--- config.mk ---
export PLATFORM = sky130hd
export DESIGN_NAME = conv_cfg_apb
export DESIGN_NICKNAME = d
export VERILOG_FILES = /design/src/conv_cfg_apb.sv
export VERILOG_INCLUDE_DIRS = /design/src /design/src/src
export SDC_FILE = /design/constraint.sdc
export NUM_CORES = 1
export LEC_CHECK = 0
export BUFFER_PORTS_ARGS = -buffer_cell sky130_fd_sc_hd__clkbuf_2
export CORE_UTILIZATION = 44
export DETAILED_ROUTE_END_ITERATION = 16
export GPL_TIMING_DRIVEN = 0
export PLACE_DENSITY = 0.8
export SLEW_MARGIN = 20
export SYNTH_ARGS = -nofsm -noshare
export SYNTH_HDL_FRONTEND = slang
export SYNTH_SLANG_ARGS = --single-unit
--- constraint.sdc ---
create_clock -name clk_fast_i -period 1.6 [get_ports clk_fast_i]
set_input_delay 0 -clock clk_fast_i [delete_from_list [all_inputs] [get_ports clk_fast_i]]
set_output_delay 0 -clock clk_fast_i [all_outputs]
set_load 0.02 [all_outputs]
--- src/conv_params.svh ---
/* widths, tap count and APB register map of the 3x3 engine
   lines wider than CONV_MAX_WIDTH pixels are not supported */
`ifndef CONV_PARAMS_SVH
`define CONV_PARAMS_SVH

`define CONV_PIX_W      16
`define CONV_COEF_W     16
`define CONV_TAPS       9
`define CONV_MAX_WIDTH  64
`define CONV_COL_W      6
`define CONV_ADDR_W     32
`define CONV_APB_AW     8
`define CONV_SHIFT_W    5

// APB register offsets
`define CONV_REG_CTRL   8'h00
`define CONV_REG_BASE   8'h04
`define CONV_REG_WIDTH  8'h08
`define CONV_REG_QF     8'h0C
`define CONV_REG_FLAGS  8'h10
`define CONV_REG_STATUS 8'h14

`endif

--- src/conv_cfg_apb.sv ---
/* zero-wait APB register file; unmapped offsets and STATUS writes raise pslverr
   CTRL bits are self-clearing pulses and always read back as 0 */
`include "conv_params.svh"

module conv_cfg_apb (
  input  logic                     clk_fast_i,
  input  logic                     rst_n,
  input  logic                     apb_psel_i,
  input  logic                     apb_penable_i,
  input  logic                     apb_pwrite_i,
  input  logic [`CONV_APB_AW-1:0]  apb_paddr_i,
  input  logic [31:0]              apb_pwdata_i,
  input  logic                     weights_ready_i,
  input  logic                     busy_i,
  output logic [31:0]              apb_prdata_o,
  output logic                     apb_pready_o,
  output logic                     apb_pslverr_o,
  output logic                     load_start_o,
  output logic                     frame_clear_o,
  output logic [`CONV_ADDR_W-1:0]  base_addr_o,
  output logic [`CONV_COL_W:0]     line_width_o,
  output logic [`CONV_SHIFT_W-1:0] shift_o,
  output logic                     relu_o
);

  logic acc_phase;
  logic wr_en;
  logic hit_ctrl, hit_base, hit_width, hit_qf, hit_flags, hit_status;

  assign acc_phase = apb_psel_i & apb_penable_i;

  ////////////////////////////////////////
  // address decode
  ////////////////////////////////////////

  always_comb begin
    hit_ctrl   = (apb_paddr_i == `CONV_REG_CTRL);
    hit_base   = (apb_paddr_i == `CONV_REG_BASE);
    hit_width  = (apb_paddr_i == `CONV_REG_WIDTH);
    hit_qf     = (apb_paddr_i == `CONV_REG_QF);
    hit_flags  = (apb_paddr_i == `CONV_REG_FLAGS);
    hit_status = (apb_paddr_i == `CONV_REG_STATUS);
  end

  // no wait states
  assign apb_pready_o  = acc_phase;
  assign apb_pslverr_o = acc_phase &
                         (~(hit_ctrl | hit_base | hit_width | hit_qf | hit_flags | hit_status) |
                          (apb_pwrite_i & hit_status));
  assign wr_en = acc_phase & apb_pwrite_i & ~apb_pslverr_o;

  // read mux
  always_comb begin
    apb_prdata_o = '0;
    if (hit_base)   apb_prdata_o = base_addr_o;
    if (hit_width)  apb_prdata_o = 32'(line_width_o);
    if (hit_qf)     apb_prdata_o = 32'(shift_o);
    if (hit_flags)  apb_prdata_o = {31'b0, relu_o};
    if (hit_status) apb_prdata_o = {30'b0, busy_i, weights_ready_i};
  end

  ////////////////////////////////////////
  // registers and CTRL pulses
  ////////////////////////////////////////

  always_ff @(posedge clk_fast_i or negedge rst_n) begin
    if (!rst_n) begin
      load_start_o  <= 1'b0;
      frame_clear_o <= 1'b0;
      base_addr_o   <= '0;
      line_width_o  <= (`CONV_COL_W+1)'(`CONV_MAX_WIDTH);
      shift_o       <= '0;
      relu_o        <= 1'b0;
    end else begin
      load_start_o  <= wr_en & hit_ctrl & apb_pwdata_i[0];
      frame_clear_o <= wr_en & hit_ctrl & apb_pwdata_i[1];
      if (wr_en & hit_base)  base_addr_o  <= apb_pwdata_i;
      if (wr_en & hit_width) line_width_o <= apb_pwdata_i[`CONV_COL_W:0];
      if (wr_en & hit_qf)    shift_o      <= apb_pwdata_i[`CONV_SHIFT_W-1:0];
      if (wr_en & hit_flags) relu_o       <= apb_pwdata_i[0];
    end
  end

endmodule

==> Word level (Yosys, flattened, before mapping) <==
Index checks and enable logic that the tools add are counted.
{ "classes": {"n_eq_ne": 5, "n_mux": 5, "bitwise_logic": 20, "n_reduce_logical": 1} }
{ "ops": {"columns": ["op", "n"], "rows": [
  ["32-bit 2-to-1 mux", 5],
  ["8-bit by 4-bit equality test with 1-bit output (second input constant)", 2],
  ["8-bit by 5-bit equality test with 1-bit output (second input constant)", 2],
  ["1-bit bitwise AND", 12],
  ["8-bit by 3-bit equality test with 1-bit output (second input constant)", 1],
  ["8-bit zero test", 1],
  ["1-bit OR", 6],
  ["1-bit NOT", 2]
]} }
{ "word_totals": {"regBits": 47, "in_bits": 47, "out_inout_bits": 81, "elab_cells": 37} }

==> Longest topological paths before layout <==
Gate-level depths: netlist (run 1).
{ "depth": {"depth_word": 13, "ltp_mapped": 4} }

==> Worst setup path after synthesis (run 1) <==
Ideal clock, no wire load.
{ "synth_timing": {"path_type": "input to register", "start": "in apb_paddr_i[1]", "end": "reg base_addr_o[10]", "setup_ns": 0.125, "arrival_ns": 1.510, "path_slack_ns": -0.035, "cell_stages": 4, "cell_sequence": "or4_4 > nor4_4 > buf_6 > mux2_2"} }
{ "synth_between": {"elab_chain_len": 12, "word_cells_on_any_way": 18, "cone_classes": "eq/ne (5); bitwise (12); reduce/logical (1)"} }
{ "synth_lines": {"columns": ["element", "line_no", "rtl"], "rows": [
  ["from (decl)", "conv_cfg_apb.sv:11", "input logic [`CONV_APB_AW-1:0] apb_paddr_i,"],
  ["8-bit by 3-bit equality test with 1-bit output (no source line) or 8-bit zero test (tied branches)", null, null],
  ["1-bit OR (5 in series)", "conv_cfg_apb.sv:48", "(~(hit_ctrl | hit_base | hit_width | hit_qf | hit_flags | hit_status) |"],
  ["1-bit NOT", "conv_cfg_apb.sv:48", null],
  ["1-bit OR", "conv_cfg_apb.sv:48", null],
  ["1-bit bitwise AND", "conv_cfg_apb.sv:47", "assign apb_pslverr_o = acc_phase &"],
  ["1-bit NOT", "conv_cfg_apb.sv:50", "assign wr_en = acc_phase & apb_pwrite_i & ~apb_pslverr_o;"],
  ["1-bit bitwise AND", "conv_cfg_apb.sv:50", null],
  ["1-bit bitwise AND (*)", "conv_cfg_apb.sv:77", "if (wr_en & hit_base) base_addr_o <= apb_pwdata_i;"],
  ["to (signal assigned)", "conv_cfg_apb.sv:77", null],
  ["to (decl)", "conv_cfg_apb.sv:20", "output logic [`CONV_ADDR_W-1:0] base_addr_o,"]
]} }
Every way passes the cells marked *; elsewhere a longest branch is shown, timed or not.
A chain may end at the register's enable or synchronous reset.

==> Worst setup path after layout (run 1) <==
{ "layout_timing": {"start": "in apb_paddr_i[1]", "end": "out apb_prdata_o[26]"} }
{ "layout_between": {"elab_chain_len": 6, "word_cells_on_any_way": 10, "cone_classes": "eq/ne (5); mux (5)"} }
{ "layout_lines": {"columns": ["element", "line_no", "rtl"], "rows": [
  ["8-bit by 3-bit equality test with 1-bit output (no source line)", null, null],
  ["32-bit 2-to-1 mux", "conv_cfg_apb.sv:55", "if (hit_base) apb_prdata_o = base_addr_o;"],
  ["32-bit 2-to-1 mux", "conv_cfg_apb.sv:56", "if (hit_width) apb_prdata_o = 32'(line_width_o);"],
  ["32-bit 2-to-1 mux", "conv_cfg_apb.sv:57", "if (hit_qf) apb_prdata_o = 32'(shift_o);"],
  ["32-bit 2-to-1 mux", "conv_cfg_apb.sv:58", "if (hit_flags) apb_prdata_o = {31'b0, relu_o};"],
  ["32-bit 2-to-1 mux (*)", "conv_cfg_apb.sv:59", "if (hit_status) apb_prdata_o = {30'b0, busy_i, weights_ready_i};"],
  ["to (decl)", "conv_cfg_apb.sv:15", "output logic [31:0] apb_prdata_o,"]
]} }
Marked as above.

==> results.md, run 1 <==
Power:
- The total power is 2.37 mW.
- For this design the static power due to leakage is 1.91 nW.
- IR analysis of the VDD net gives a maximum drop of 0.000476 V.
- The total power per unit cell area is 683 mW/mm².

Worst setup path:
- The worst setup path is launched from an input pin.
- STA puts the critical path data arrival time at 1.51 ns.
- By startpoint and endpoint, the worst setup path is classified as input pin to primary output.
- The beginning of the worst register-to-register path is relu_o.
- The worst setup path is captured at a primary output.
- The worst path required time is 1.60 ns.
- Tracing the worst setup path back leads to its startpoint at apb_paddr_i[1].
- In this run the worst path has a maximum fanout of 10.

Die:
- 128 I/O pins were placed.
- The overall die area is 0.00544 mm².
- The die is 73.8 µm tall.
- The floorplan step defined a core boundary enclosing 0.00485 mm².
- The die outline width is 73.8 µm.
- Row generation in the floorplan step produced 25 rows.
- The starting density of the core is 0.467.

Global route:
- The number of antenna violations at the first check in global routing is 0.
- The layer with the highest usage is met2.
- Entering global routing, the biggest net connects 48 pins.
- For this run, global-route usage on met2 was measured as 0.409.
- The global routing met3 resource utilization is 0.0343.
- The total grt overflow is 0.
- The met1 capacity usage during global routing is 0.256.
- The total track usage is 0.224.
- The via count of the first global-routing pass is 1954.
- The first global-routing pass estimated 9.11 mm of wire.

STA:
- The part of the cycle the worst path needs is 0.942.
- The clock arrives with 0 ns of skew.
- The upper clock frequency limit is 0.663 GHz.
- The transition time of the tightest slew-check pin is 0.623 ns.
- On the final layout, the worst hold slack is 0.134 ns.
- The shortest period the worst path allows is 1.51 ns.
- The number of max-slew violations in the final report is 0.
- The final count of hold timing violations is 0.
- The worst relative slew slack is 0.585.
- The number of endpoints failing setup at the final stage is 0.

Route:
- Dividing the detail-routed wire length by the instance count gives 14.4 µm.
- The via count normalized by instance count is 4.93.
- The DRC marker count from the first detailed-route iteration is 127.
- The detailed router placed 2039 vias in this run.
- Before antenna repair, the detailed router went through 4 iterations.
- The aggregate routed wire length is 5.95 mm.
- After detailed routing, the number of remaining DRC violations is 0.
- The remaining antenna violation count after routing is 0.

Run:
- The count of max-cap constraint violations is 0.

Min path:
- The class of the tightest hold or removal check is input pin to flop.
- The worst hold path startpoint is apb_paddr_i[6].

Synthesis:
- The number of different library cells used by synthesis comes to 30.
- The synthesized netlist cell count is 176.
- The most used flip-flop cell after synthesis is sky130_fd_sc_hd__dfrtp_1.
- The share of async-settable or async-resettable flops after synthesis is 1.00.
- The synthesized design contains 0 enable-type register cells.
- The Yosys step of the flow raised 0 warnings.
- The synthesized netlist net count is 223.
- The share of the Yosys chip area taken by registers is 0.520.
- Dividing the synthesized area by the synthesized cell count gives 12.9 µm².
- The number of synthesized register bits is 47.
- The post-synthesis cell area is 0.00227 mm².

CTS:
- CTS built an H-tree with a depth of 2.
- The clock tree from TritonCTS is yes.
- The clock net in this run drives a total of 47 sinks.
- The number of clock buffers added by TritonCTS is 5.
- The clock tree root driver cell is sky130_fd_sc_hd__clkbuf_8.
- The maximum clock path buffer count is 2.
- The worst-skew pair later-pin latency is 0.29 ns.
- The clock edge transition at the registers on the reported setup and hold paths is 0.08 ns.

Status:
- The flow ran to the end, and the final reports show no timing, DRC or antenna violations.

Place:
- The count of buffers inserted at the top-level ports is 127.
- The HPWL after detailed placement is 4.10 mm.
- In this run the cell area measured after placement is 0.00299 mm².
- The post-placement cell count is 370.
- The congestion estimate from routability-driven global placement came to 0.769.

Cells and area:
- 0 antenna diodes ended up in the layout.
- The finished layout holds 414 standard cells, fillers aside.
- In the final layout, the share of cells above drive strength 1 is 0.562.
- The post-route core utilization is 0.717.
- The finished cells cover 0.00347 mm².
- In the final design database the tool counted 393 nets.
- The area growth from synthesis to layout is 53.3%.
-- cells in the mapped netlist, types with 2 or more instances --
cell	instances	share of area
sky130_fd_sc_hd__nand4_1	2	0.0055
sky130_fd_sc_hd__nor3_1	4	0.0088
sky130_fd_sc_hd__and2_1	26	0.072
sky130_fd_sc_hd__dfrtp_1	46	0.51
sky130_fd_sc_hd__nor4_4	2	0.019
sky130_fd_sc_hd__and4b_1	2	0.0088
sky130_fd_sc_hd__a22oi_1	5	0.017
sky130_fd_sc_hd__mux2i_1	3	0.013
sky130_fd_sc_hd__nand2_1	3	0.0050
sky130_fd_sc_hd__nor2_1	8	0.013
sky130_fd_sc_hd__clkbuf_1	5	0.0083
sky130_fd_sc_hd__mux2_2	46	0.23
sky130_fd_sc_hd__and3_1	2	0.0055
sky130_fd_sc_hd__mux2_1	2	0.0099
sky130_fd_sc_hd__nor2b_1	3	0.0083
sky130_fd_sc_hd__buf_6	3	0.015
-- power by group --
| part | total [mW] | internal (mW) | switching [mW] |
|---|---|---|---|
| Combinational | 0.269 | 0.137 | 0.132 |
| Sequential | 1.22 | 1.20 | 0.0124 |
| Clock | 0.889 | 0.506 | 0.384 |
-- placed cells by master, fill, tap and decap left out, types with 2 or more instances in the layout --
cell type                       count
sky130_fd_sc_hd__clkbuf_2         127
sky130_fd_sc_hd__mux2_2            46
sky130_fd_sc_hd__dfrtp_1           46
sky130_fd_sc_hd__dlygate4sd3_1     33
sky130_fd_sc_hd__and2_1            26
sky130_fd_sc_hd__nor2_1             8
sky130_fd_sc_hd__clkbuf_8           6
sky130_fd_sc_hd__a22oi_1            5
sky130_fd_sc_hd__clkbuf_1           3
sky130_fd_sc_hd__nand2_1            3
sky130_fd_sc_hd__nor2b_1            3
sky130_fd_sc_hd__nor3_1             3
sky130_fd_sc_hd__mux2i_1            3
sky130_fd_sc_hd__buf_6              3
sky130_fd_sc_hd__buf_4              3
sky130_fd_sc_hd__clkbuf_4           2
sky130_fd_sc_hd__and4b_1            2
sky130_fd_sc_hd__and3_1             2
sky130_fd_sc_hd__nand4_1            2
sky130_fd_sc_hd__nor4_4             2
sky130_fd_sc_hd__mux2_1             2
-- worst max-delay path, stage by stage --
cell and delay, ns:
sky130_fd_sc_hd__clkbuf_2 0.09, sky130_fd_sc_hd__or4_4 0.60, sky130_fd_sc_hd__nor3_4 0.26, sky130_fd_sc_hd__clkbuf_4 0.23, sky130_fd_sc_hd__and2_1 0.15, sky130_fd_sc_hd__clkbuf_2 0.17
-- state kept, by name (all words and copies together) (netlist names) --
name           flops
base_addr_o       32
frame_clear_o      1
line_width_o       7
load_start_o       1
relu_o             1
shift_o            5
-- path summary, 6_finish.rpt --
check	depth (start not counted)	slack, ns	end
min reg2reg	1	0.52	base_addr_o[5]
max	6	0.09	apb_prdata_o[26]
max in group asynchronous	2	0.87	shift_o[1]
min	4	0.13	relu_o
max reg2reg	1	0.79	relu_o
min in group asynchronous	2	0.32	base_addr_o[4]
-- what timing repair did --
item / CTS / global route
endpoints found under the hold margin: 91 / 0
endpoints found under the setup margin: 25 / 28
hold buffers: 33 / 0
setup buffers: 0 / 3
gates resized for setup: 5 / 0
pin swaps: 2 / 2
-- per-layer routing --
metal,wire length [µm],part of all wire
met5,0,0
met4,133,0.022
met3,233,0.039
met2,3280,0.55
met1,2310,0.39
-- logic make-up (layout without fill, tap and decap cells) --
logic type / count (synthesis) / after routing / share of synthesized area
flops: 47 / 47 / 0.520
mux: 51 / 51 / 0.252
compound gates: 11 / 11 / 0.0359
simple gates: 59 / 59 / 0.170
buf+inv: 8 / 179 / 0.0232
-- area by class of cell --
class	instances	area, µm²
fillers	366	1370
flip-flops and latches	47	1180
multi-input cells	121	1050
repair buffers	163	991
well taps	67	83.8
clock buffers	6	82.6
plain buffers	8	57.6
clock inverters	2	35.0
-- per-stage QoR --
| step | setup slack (ns) | setup TNS (ns) |
|---|---|---|
| final | 0.0924 | 0 |
| after global routing | -0.0223 | -0.101 |
| after CTS | 0.00575 | 0 |
| after detailed placement | -0.475 | -19.56 |
| after global placement | -0.431 | -17.36 |
| after floorplan | -0.0348 | -1.01 |
No activity file was read; power rests on OpenSTA's default activity.
==> run 2, diff against run 1 <==
Settings changed: ABC_AREA set to 1, CAP_MARGIN set to 20, CORE_UTILIZATION 44 to 41, PLACE_DENSITY 0.8 to 0.76.
Clock period 1.6 ns to 1.25 ns, I/O delays scaled along.
==> results.md, run 2 <==
Status:
- Outcome: complete, no violations (unchanged).

Route:
- The aggregate routed wire length is 8.10 mm (was 5.95 mm).
- The number of detailed-routing iterations run before antenna repair is 5 (was 4).
- The remaining antenna violation count after routing was 0 (unchanged).
- The via count normalized by instance count is 4.95 (was 4.93).
- The DRC marker count from the first detailed-route iteration is 109 (was 127).
- The number of design rule violations left after detail routing is 0 (unchanged).
- The wire length per cell is 13.8 µm (was 14.4 µm).
- The total number of vias is 2913 (was 2039).

Synthesis:
- The leading cell type by number of instances after synthesis is sky130_fd_sc_hd__nand2_1.
- The share of the synthesized area in compound gates (AO/OA/AOI/OAI) is 0.00756 (was 0.0359).
- The post-synthesis cell area came to 0.00248 mm² (was 0.00227 mm²).
- The number of synthesized register bits is 47 (unchanged).
- The number of flops mapped to enable cells by yosys was 0 (unchanged).
- The share of async-settable or async-resettable flops after synthesis is 1.00 (unchanged).
- The combinational family with the most area after synthesis is simple AND/OR/NAND/NOR gates (was multiplexers).
- The library cell with the largest summed area after synthesis is sky130_fd_sc_hd__dfrtp_1 (unchanged).
- The XOR/XNOR share of the synthesized area came to 0 (unchanged).
- The count of unique library cells instantiated by Yosys is 20 (was 30).
- Ranking of synthesized cells by instance count: sky130_fd_sc_hd__nand2_1, sky130_fd_sc_hd__nand4_1, sky130_fd_sc_hd__dfrtp_1 (was sky130_fd_sc_hd__dfrtp_1, sky130_fd_sc_hd__mux2_2, sky130_fd_sc_hd__and2_1).
- The average instance area after synthesis is 7.39 µm² (was 12.9 µm²).
- The total of warnings raised by yosys was 0 (unchanged).
- The top-area cell type share of the netlist area is 0.464 (was 0.508).
- The post-synthesis sequential area ratio was 0.474 (was 0.520).
- The synthesized netlist cell count is 336 (was 176).
- The adder-cell share of the synthesized area was 0 (unchanged).
- The most used flip-flop cell after synthesis is sky130_fd_sc_hd__dfrtp_1 (unchanged).
- Largest cells by area after synthesis: sky130_fd_sc_hd__dfrtp_1, sky130_fd_sc_hd__nand2_1, sky130_fd_sc_hd__nand4_1 (was sky130_fd_sc_hd__dfrtp_1, sky130_fd_sc_hd__mux2_2, sky130_fd_sc_hd__and2_1).
- The synthesized netlist net count is 383 (was 223).
- The mux cell area share after synthesis came to 0 (was 0.252).
- The synthesized-area fraction occupied by and/or/nand/nor cells was 0.410 (was 0.170).

Global route:
- The via count of the first global-routing pass was 2668 (was 1954).
- The total grt overflow is 0 (unchanged).
- The maximum number of pins on one net before global-route repair is 48 (unchanged).
- The total track usage is 0.256 (was 0.224).
- The first-pass GRT wire length is 12.5 mm (was 9.11 mm).
- The number of antenna violations at the first check in global routing came to 0 (unchanged).

Worst setup path:
- The data arrival at the endpoint of the critical path is 1.18 ns (was 1.51 ns).
- The biggest fanout along the worst timing path is 6 (was 10).
- The end of the worst register-to-register path is line_width_o[6] (was relu_o).
- The beginning of the worst register-to-register path is line_width_o[6] (was relu_o).
- Cell-by-cell listing of the critical path: clkbuf_2, nor2_4, nand2_2, nor3_4, buf_6, buf_4, a22o_1, clkbuf_2 (was clkbuf_2, or4_4, nor3_4, clkbuf_4, and2_1, clkbuf_2).
- The most frequent cell on the critical path is sky130_fd_sc_hd__clkbuf_2 (unchanged).
- The cell family with the largest share of critical-path delay is buffers and inverters (was simple AND/OR/NAND/NOR gates).
- The setup slack on the worst flop-to-flop path is 0.52 ns (was 0.79 ns).
- The kind of critical path is input pin to primary output (unchanged).
- The element type at the critical path start is an input pin (unchanged).
- The worst path required time is 1.25 ns (was 1.60 ns).
- The depth of the most critical reg-to-reg path came to 2 (was 1).
- The cell with the biggest individual delay on the critical path is sky130_fd_sc_hd__nor3_4 (was sky130_fd_sc_hd__or4_4).
- The nature of the critical path endpoint was a primary output (unchanged).
- The largest stage delay on the critical path is 0.24 ns (was 0.60 ns).
- The buffering stage count on the worst path with inverters included is 4 (was 3).

CTS:
- The number of sinks driven by the clock tree came to 47 (unchanged).
- The worst-skew pair later-pin latency is 0.29 ns (about the same).
- The maximum clock path buffer count is 2 (unchanged).
- The clock tree from TritonCTS was yes (unchanged).
- The clock tree root driver cell is sky130_fd_sc_hd__clkbuf_8 (unchanged).
- The total CTS buffers is 5 (unchanged).
- The depth of the CTS H-tree is 2 (unchanged).
- The clock edge transition at the registers on the reported setup and hold paths is 0.08 ns (about the same).

STA:
- Timing would allow up to 0.848 GHz.
- The number of endpoints failing setup at the final stage is 0 (unchanged).
- The transition time of the tightest slew-check pin is 0.642 ns (was 0.623 ns).
- The shortest period the worst path allows is 1.18 ns.
- The final count of hold timing violations is 0 (unchanged).
- The part of the cycle the worst path needs is 0.943.
- The minimum hold slack is 0.0554 ns (was 0.134 ns).
- The worst relative slew slack is 0.572 (was 0.585).
- The worst clock skew is 0 ns (unchanged).
- The number of max-slew violations in the final report is 0 (unchanged).
- The setup slack after layout is 0.0710 ns (was 0.0924 ns).

Min path:
- The cell depth of the worst hold path is 4 (unchanged).
- The worst hold path startpoint is apb_paddr_i[2] (was apb_paddr_i[6]).
- The end point of the most critical hold path is load_start_o (was relu_o).
- The class of the tightest hold or removal check is input pin to flop (unchanged).

Run:
- The count of max-cap constraint violations is 0 (unchanged).

Power:
- The worst voltage drop across the vdd grid is 0.000462 V (was 0.000476 V).
- The reported leakage power is 2.15 nW (was 1.91 nW).
- The total power per unit cell area is 766 mW/mm² (was 683 mW/mm²).

Cells and area:
- The fraction of final layout cells sized beyond drive strength 1 is 0.351 (was 0.562).
- Registers with the most flip-flops: base_addr_o (32), line_width_o (7), shift_o (5) (unchanged).
- The post-synthesis to final-layout area growth is 52.3% (was 53.3%).
- Commonest cells after routing, fill and taps aside: sky130_fd_sc_hd__nand2_1, sky130_fd_sc_hd__clkbuf_2, sky130_fd_sc_hd__nand4_1 (was sky130_fd_sc_hd__clkbuf_2, sky130_fd_sc_hd__mux2_2, sky130_fd_sc_hd__dfrtp_1).
- The count of antenna diodes in the layout is 0 (unchanged).
- The flip-flop count of the largest register after layout came to 32 (unchanged).
- The number of nets in the layout was 562 (was 393).
- The register ranked first by flip-flop count is base_addr_o (unchanged).

Place:
- The sum of net half-perimeters after detailed placement came to 5.40 mm (was 4.10 mm).
- The global placer's final weighted congestion is 0.936 (was 0.769).
- The worst slack at placement is -0.220 ns (was -0.475 ns).
- The count of buffers inserted at the top-level ports is 127 (unchanged).

Die:
- The number of ports placed on the die boundary is 128 (unchanged).
- The die span in y was 79.8 µm (was 73.8 µm).
- The core footprint came to 0.00568 mm² (was 0.00485 mm²).
- The starting density of the core is 0.437 (was 0.467).
- The die outline width came to 79.8 µm (was 73.8 µm).
- The overall die area is 0.00637 mm² (was 0.00544 mm²).
- The placement row count is 27 (was 25).
[run 2: cell count changes in the layout (fill, tap and decap cells not counted), sizes merged, moves of 5 or more]
cell	change
a22oi	-5
buf	+23
nor2	+33
mux2	-48
and2	-26
nand2	+120
inv	+43
nand3	+5
nand4	+49
[run 2: layout make-up]
class | count | area (µm²)
plain buffers | 20 | 133
repair buffers | 172 | 1070
clock buffers | 7 | 86.3
fillers | 494 | 1900
inverters | 43 | 161
clock inverters | 1 | 5.00
flip-flops and latches | 47 | 1180
multi-input cells | 226 | 1060
well taps | 72 | 90.1
[run 2: report_power, final]
part	switching (mW)	leakage (nW)	internal [mW]
clock	0.496	0.0482	0.447
sequential	0.0158	0.652	1.54
combinational	0.218	1.45	0.182
[run 2: how the worst max path moves through the flow]
stage                   start                to  slack [ns]  cells after the start
2_1_floorplan  apb_paddr_i[7]   apb_prdata_o[2]        0.21                      8
4_1_cts        apb_paddr_i[1]     apb_pslverr_o       -0.03                      9
3_5_place_dp   apb_paddr_i[1]   line_width_o[3]       -0.22                      7
5_1_grt        apb_paddr_i[5]  apb_prdata_o[24]      -0.003                      8
3_3_place_gp   apb_paddr_i[1]   line_width_o[5]       -0.19                      7
6_report       apb_paddr_i[7]   apb_prdata_o[5]        0.07                      8
[run 2: metrics by stage]
stage | area, µm² | instances | utilization | total power [mW] | setup TNS [ns]
after detailed placement | 3210 | 535 | 0.566 | 1.88 | -7.32
final | 3780 | 588 | 0.666 | 2.90 | 0
after global routing | 3780 | 588 | 0.666 | 3.03 | -0.00309
after floorplan | 2480 | 336 | - | 1.71 | 0
after global placement | 3210 | 535 | 0.565 | 1.87 | -5.95
after CTS | 3710 | 581 | 0.654 | 2.90 | -0.0314
[run 2: layer usage]
metal | up-vias | part of all wire | GRT usage
met2 | 121 | 0.52 | 0.472
met4 | 0 | 0.0073 | 0.0679
met3 | 8 | 0.060 | 0.0343
met1 | 1357 | 0.42 | 0.309
met5 | - | 0 | 0
li1 | 1427 | - | -
[run 2: worst register-to-register path, stage by stage (launching register included)]
cell,delay [ns]
sky130_fd_sc_hd__dfstp_2,0.55
sky130_fd_sc_hd__nand2_1,0.05
sky130_fd_sc_hd__nand2_1,0.08
[run 2: what timing repair did]
item                                    CTS  global route
buffers inserted                          5             7
pin swaps                                 1             3
endpoints found under the setup margin   26            42
hold buffers                             33             0
gates resized for setup                  14             8
endpoints found under the hold margin    88             0
cloned                                    0             0
[run 2: kinds of logic after synthesis]
family | Yosys count
compound gates | 3
flops | 47
buf+inv | 63
simple gates | 223
==> run 3, diff against run 2 <==
Settings changed: ABC_AREA 1 to not set, CORE_UTILIZATION 41 to 40, PLACE_DENSITY 0.76 to 0.77.
==> results.md, run 3 (same netlist as run 1, synthesis figures left out) <==
STA:
- The minimum hold slack is 0.119 ns (was 0.0554 ns).
- The final count of hold timing violations is 0 (unchanged).
- Setup repair after global routing could not meet its margin everywhere.
- The number of max-slew violations in the final report is 0 (unchanged).
- The worst clock skew came to 0 ns (unchanged).
- The transition time of the tightest slew-check pin is 0.655 ns (was 0.642 ns).
- The part of the cycle the worst path needs is 1.18 (was 0.943).
- The setup slack after layout was -0.229 ns (was 0.0710 ns).
- The shortest period the worst path allows is 1.48 ns (was 1.18 ns).
- The worst relative slew slack came to 0.564 (was 0.572).
- The upper clock frequency limit is 0.676 GHz (was 0.848 GHz).
- The number of endpoints failing setup at the final stage is 66 (was 0).
- The total negative slack is -11.18 ns (was 0 ns).

Route:
- The number of detailed-routing iterations run before antenna repair is 4 (was 5).
- The aggregate routed wire length is 7.42 mm (was 8.10 mm).
- The wire length per cell is 16.7 µm (was 13.8 µm).
- The via count normalized by instance count is 4.96 (was 4.95).
- The remaining antenna violation count after routing is 0 (unchanged).
- The total number of vias is 2198 (was 2913).
- The number of design rule violations left after detail routing was 0 (unchanged).
- The DRC marker count from the first detailed-route iteration is 54 (was 109).

Worst setup path:
- The element type at the critical path start was an input pin (unchanged).
- The biggest fanout along the worst timing path is 10 (was 6).
- The beginning of the worst register-to-register path is shift_o[2] (was line_width_o[6]).
- The kind of critical path is input pin to flop (was input pin to primary output).
- The launching element of the worst setup path is apb_paddr_i[1] (was apb_paddr_i[7]).
- The setup slack on the worst flop-to-flop path is 0.21 ns (was 0.52 ns).
- The depth of the most critical reg-to-reg path was 3 (was 2).
- The worst path required time was 1.42 ns (was 1.25 ns).
- The data arrival at the endpoint of the critical path was 1.65 ns (was 1.18 ns).
- The nature of the critical path endpoint is a flop (was primary output).
- The end of the worst register-to-register path is shift_o[2] (was line_width_o[6]).

Status:
- Outcome: finished with violations (was complete, no violations).
- The checks that failed: negative setup slack.

Global route:
- The total grt overflow came to 0 (unchanged).
- The number of antenna violations at the first check in global routing is 0 (unchanged).
- The first-pass GRT wire length was 11.6 mm (was 12.5 mm).
- The total track usage is 0.253 (was 0.256).
- The via count of the first global-routing pass came to 2278 (was 2668).
- The maximum number of pins on one net before global-route repair is 48 (unchanged).

Min path:
- The worst hold path startpoint is apb_paddr_i[1] (was apb_paddr_i[2]).
- The cell depth of the worst hold path came to 4 (unchanged).
- The end point of the most critical hold path is relu_o (was load_start_o).
- The class of the tightest hold or removal check is input pin to flop (unchanged).

Run:
- The count of max-cap constraint violations is 0 (unchanged).

Power:
- The reported leakage power was 2.21 nW (was 2.15 nW).
- The total power is 2.94 mW (was 2.90 mW).
- The total power per unit cell area is 690 mW/mm² (was 766 mW/mm²).
- The worst voltage drop across the vdd grid came to 0.000566 V (was 0.000462 V).

Cells and area:
- The filler-free cell count of the finished design is 443 (was 588).
- The fraction of final layout cells sized beyond drive strength 1 was 0.685 (was 0.351).
- The count of antenna diodes in the layout is 0 (unchanged).
- The number of nets in the layout is 417 (was 562).
- The post-synthesis to final-layout area growth was 88.2% (was 52.3%).
- The register ranked first by flip-flop count is base_addr_o (unchanged).
- Commonest cells after routing, fill and taps aside: sky130_fd_sc_hd__clkbuf_2, sky130_fd_sc_hd__dfrtp_1, sky130_fd_sc_hd__mux2_4 (was sky130_fd_sc_hd__nand2_1, sky130_fd_sc_hd__clkbuf_2, sky130_fd_sc_hd__nand4_1).
- The flip-flop count of the largest register after layout is 32 (unchanged).
- Registers with the most flip-flops: base_addr_o (32), line_width_o (7), shift_o (5) (unchanged).
- The library cell used most frequently in the layout, excluding fill and tap cells, is sky130_fd_sc_hd__clkbuf_2.

CTS:
- The worst-skew pair later-pin latency is 0.29 ns (about the same).
- The clock tree from TritonCTS is yes (unchanged).
- The number of sinks driven by the clock tree is 47 (unchanged).
- The total CTS buffers is 5 (unchanged).
- The depth of the CTS H-tree is 2 (unchanged).
- The maximum clock path buffer count was 2 (unchanged).
- The clock tree root driver cell is sky130_fd_sc_hd__clkbuf_8 (unchanged).
- The clock edge transition at the registers on the reported setup and hold paths is 0.09 ns (was 0.08 ns).

Place:
- The worst slack at placement was -0.902 ns (was -0.220 ns).
- The post-placement cell count is 375 (was 535).
- The count of buffers inserted at the top-level ports was 127 (unchanged).
- The sum of net half-perimeters after detailed placement is 4.04 mm (was 5.40 mm).
- The global placer's final weighted congestion was 0.819 (was 0.936).

Die:
- The core footprint is 0.00547 mm² (was 0.00568 mm²).
- The die span in y is 77.3 µm (was 79.8 µm).
- The placement row count came to 27 (unchanged).
- The number of ports placed on the die boundary is 128 (unchanged).
- The starting density of the core is 0.414 (was 0.437).
- The die outline width is 77.3 µm (was 79.8 µm).
- The overall die area is 0.00597 mm² (was 0.00637 mm²).
[run 3: where the power goes]
| part | internal [mW] | switching (mW) | total (mW) | leakage, nW |
|---|---|---|---|---|
| registers | 1.54 | 0.0172 | 1.56 | 0.651 |
| clock network | 0.505 | 0.478 | 0.984 | 0.0515 |
| logic | 0.207 | 0.194 | 0.401 | 1.51 |
[run 3: worst max path at each step]
stage,endpoint,slack [ns],cells past startpoint
6_report,base_addr_o[19],-0.23,6
5_1_grt,apb_prdata_o[7],-0.26,7
4_1_cts,apb_prdata_o[15],-0.18,7
3_5_place_dp,apb_prdata_o[18],-0.90,6
3_3_place_gp,apb_prdata_o[24],-0.81,6
2_1_floorplan,base_addr_o[10],-0.38,4
[run 3: layout make-up]
cell class                      count  area, µm²
Buffer                              8        100
Sequential cell                    47       1180
Multi-Input combinational cell    121       1290
Fill cell                         339       1210
Clock buffer                        8        100
Timing Repair Buffer              187       1510
Tap cell                           72       90.1
[run 3: per-layer routing]
layer / vias to the layer above / global-route usage / share of wire
li1: 1019 / - / -
met1: 1093 / 0.302 / 0.40
met2: 80 / 0.471 / 0.55
met3: 6 / 0.0393 / 0.034
met4: 0 / 0.0604 / 0.012
met5: - / 0 / 0
[run 3: metrics by stage]
step           instance area, µm²  utilization
4_1_cts                      4100        0.749
6_report                     4270        0.779
5_1_grt                      4270        0.779
3_3_place_gp                 3010        0.549
3_5_place_dp                 3010        0.550
2_1_floorplan                2280            -
[run 3: worst max-delay path, cell delays in order]
cell and delay, ns:
sky130_fd_sc_hd__buf_6 0.09, sky130_fd_sc_hd__or4_4 0.59, sky130_fd_sc_hd__nor4_4 0.29, sky130_fd_sc_hd__buf_6 0.20
sky130_fd_sc_hd__buf_12 0.16, sky130_fd_sc_hd__mux2_4 0.31
[run 3: what timing repair did]
action / in CTS / in global routing
resized for setup: 114 / 65
setup endpoints to repair: 76 / 69
setup buffers: 19 / 6
hold endpoints to repair: 88 / 0
cloned: 3 / 0
hold buffers: 33 / 0
pin swaps: 16 / 8
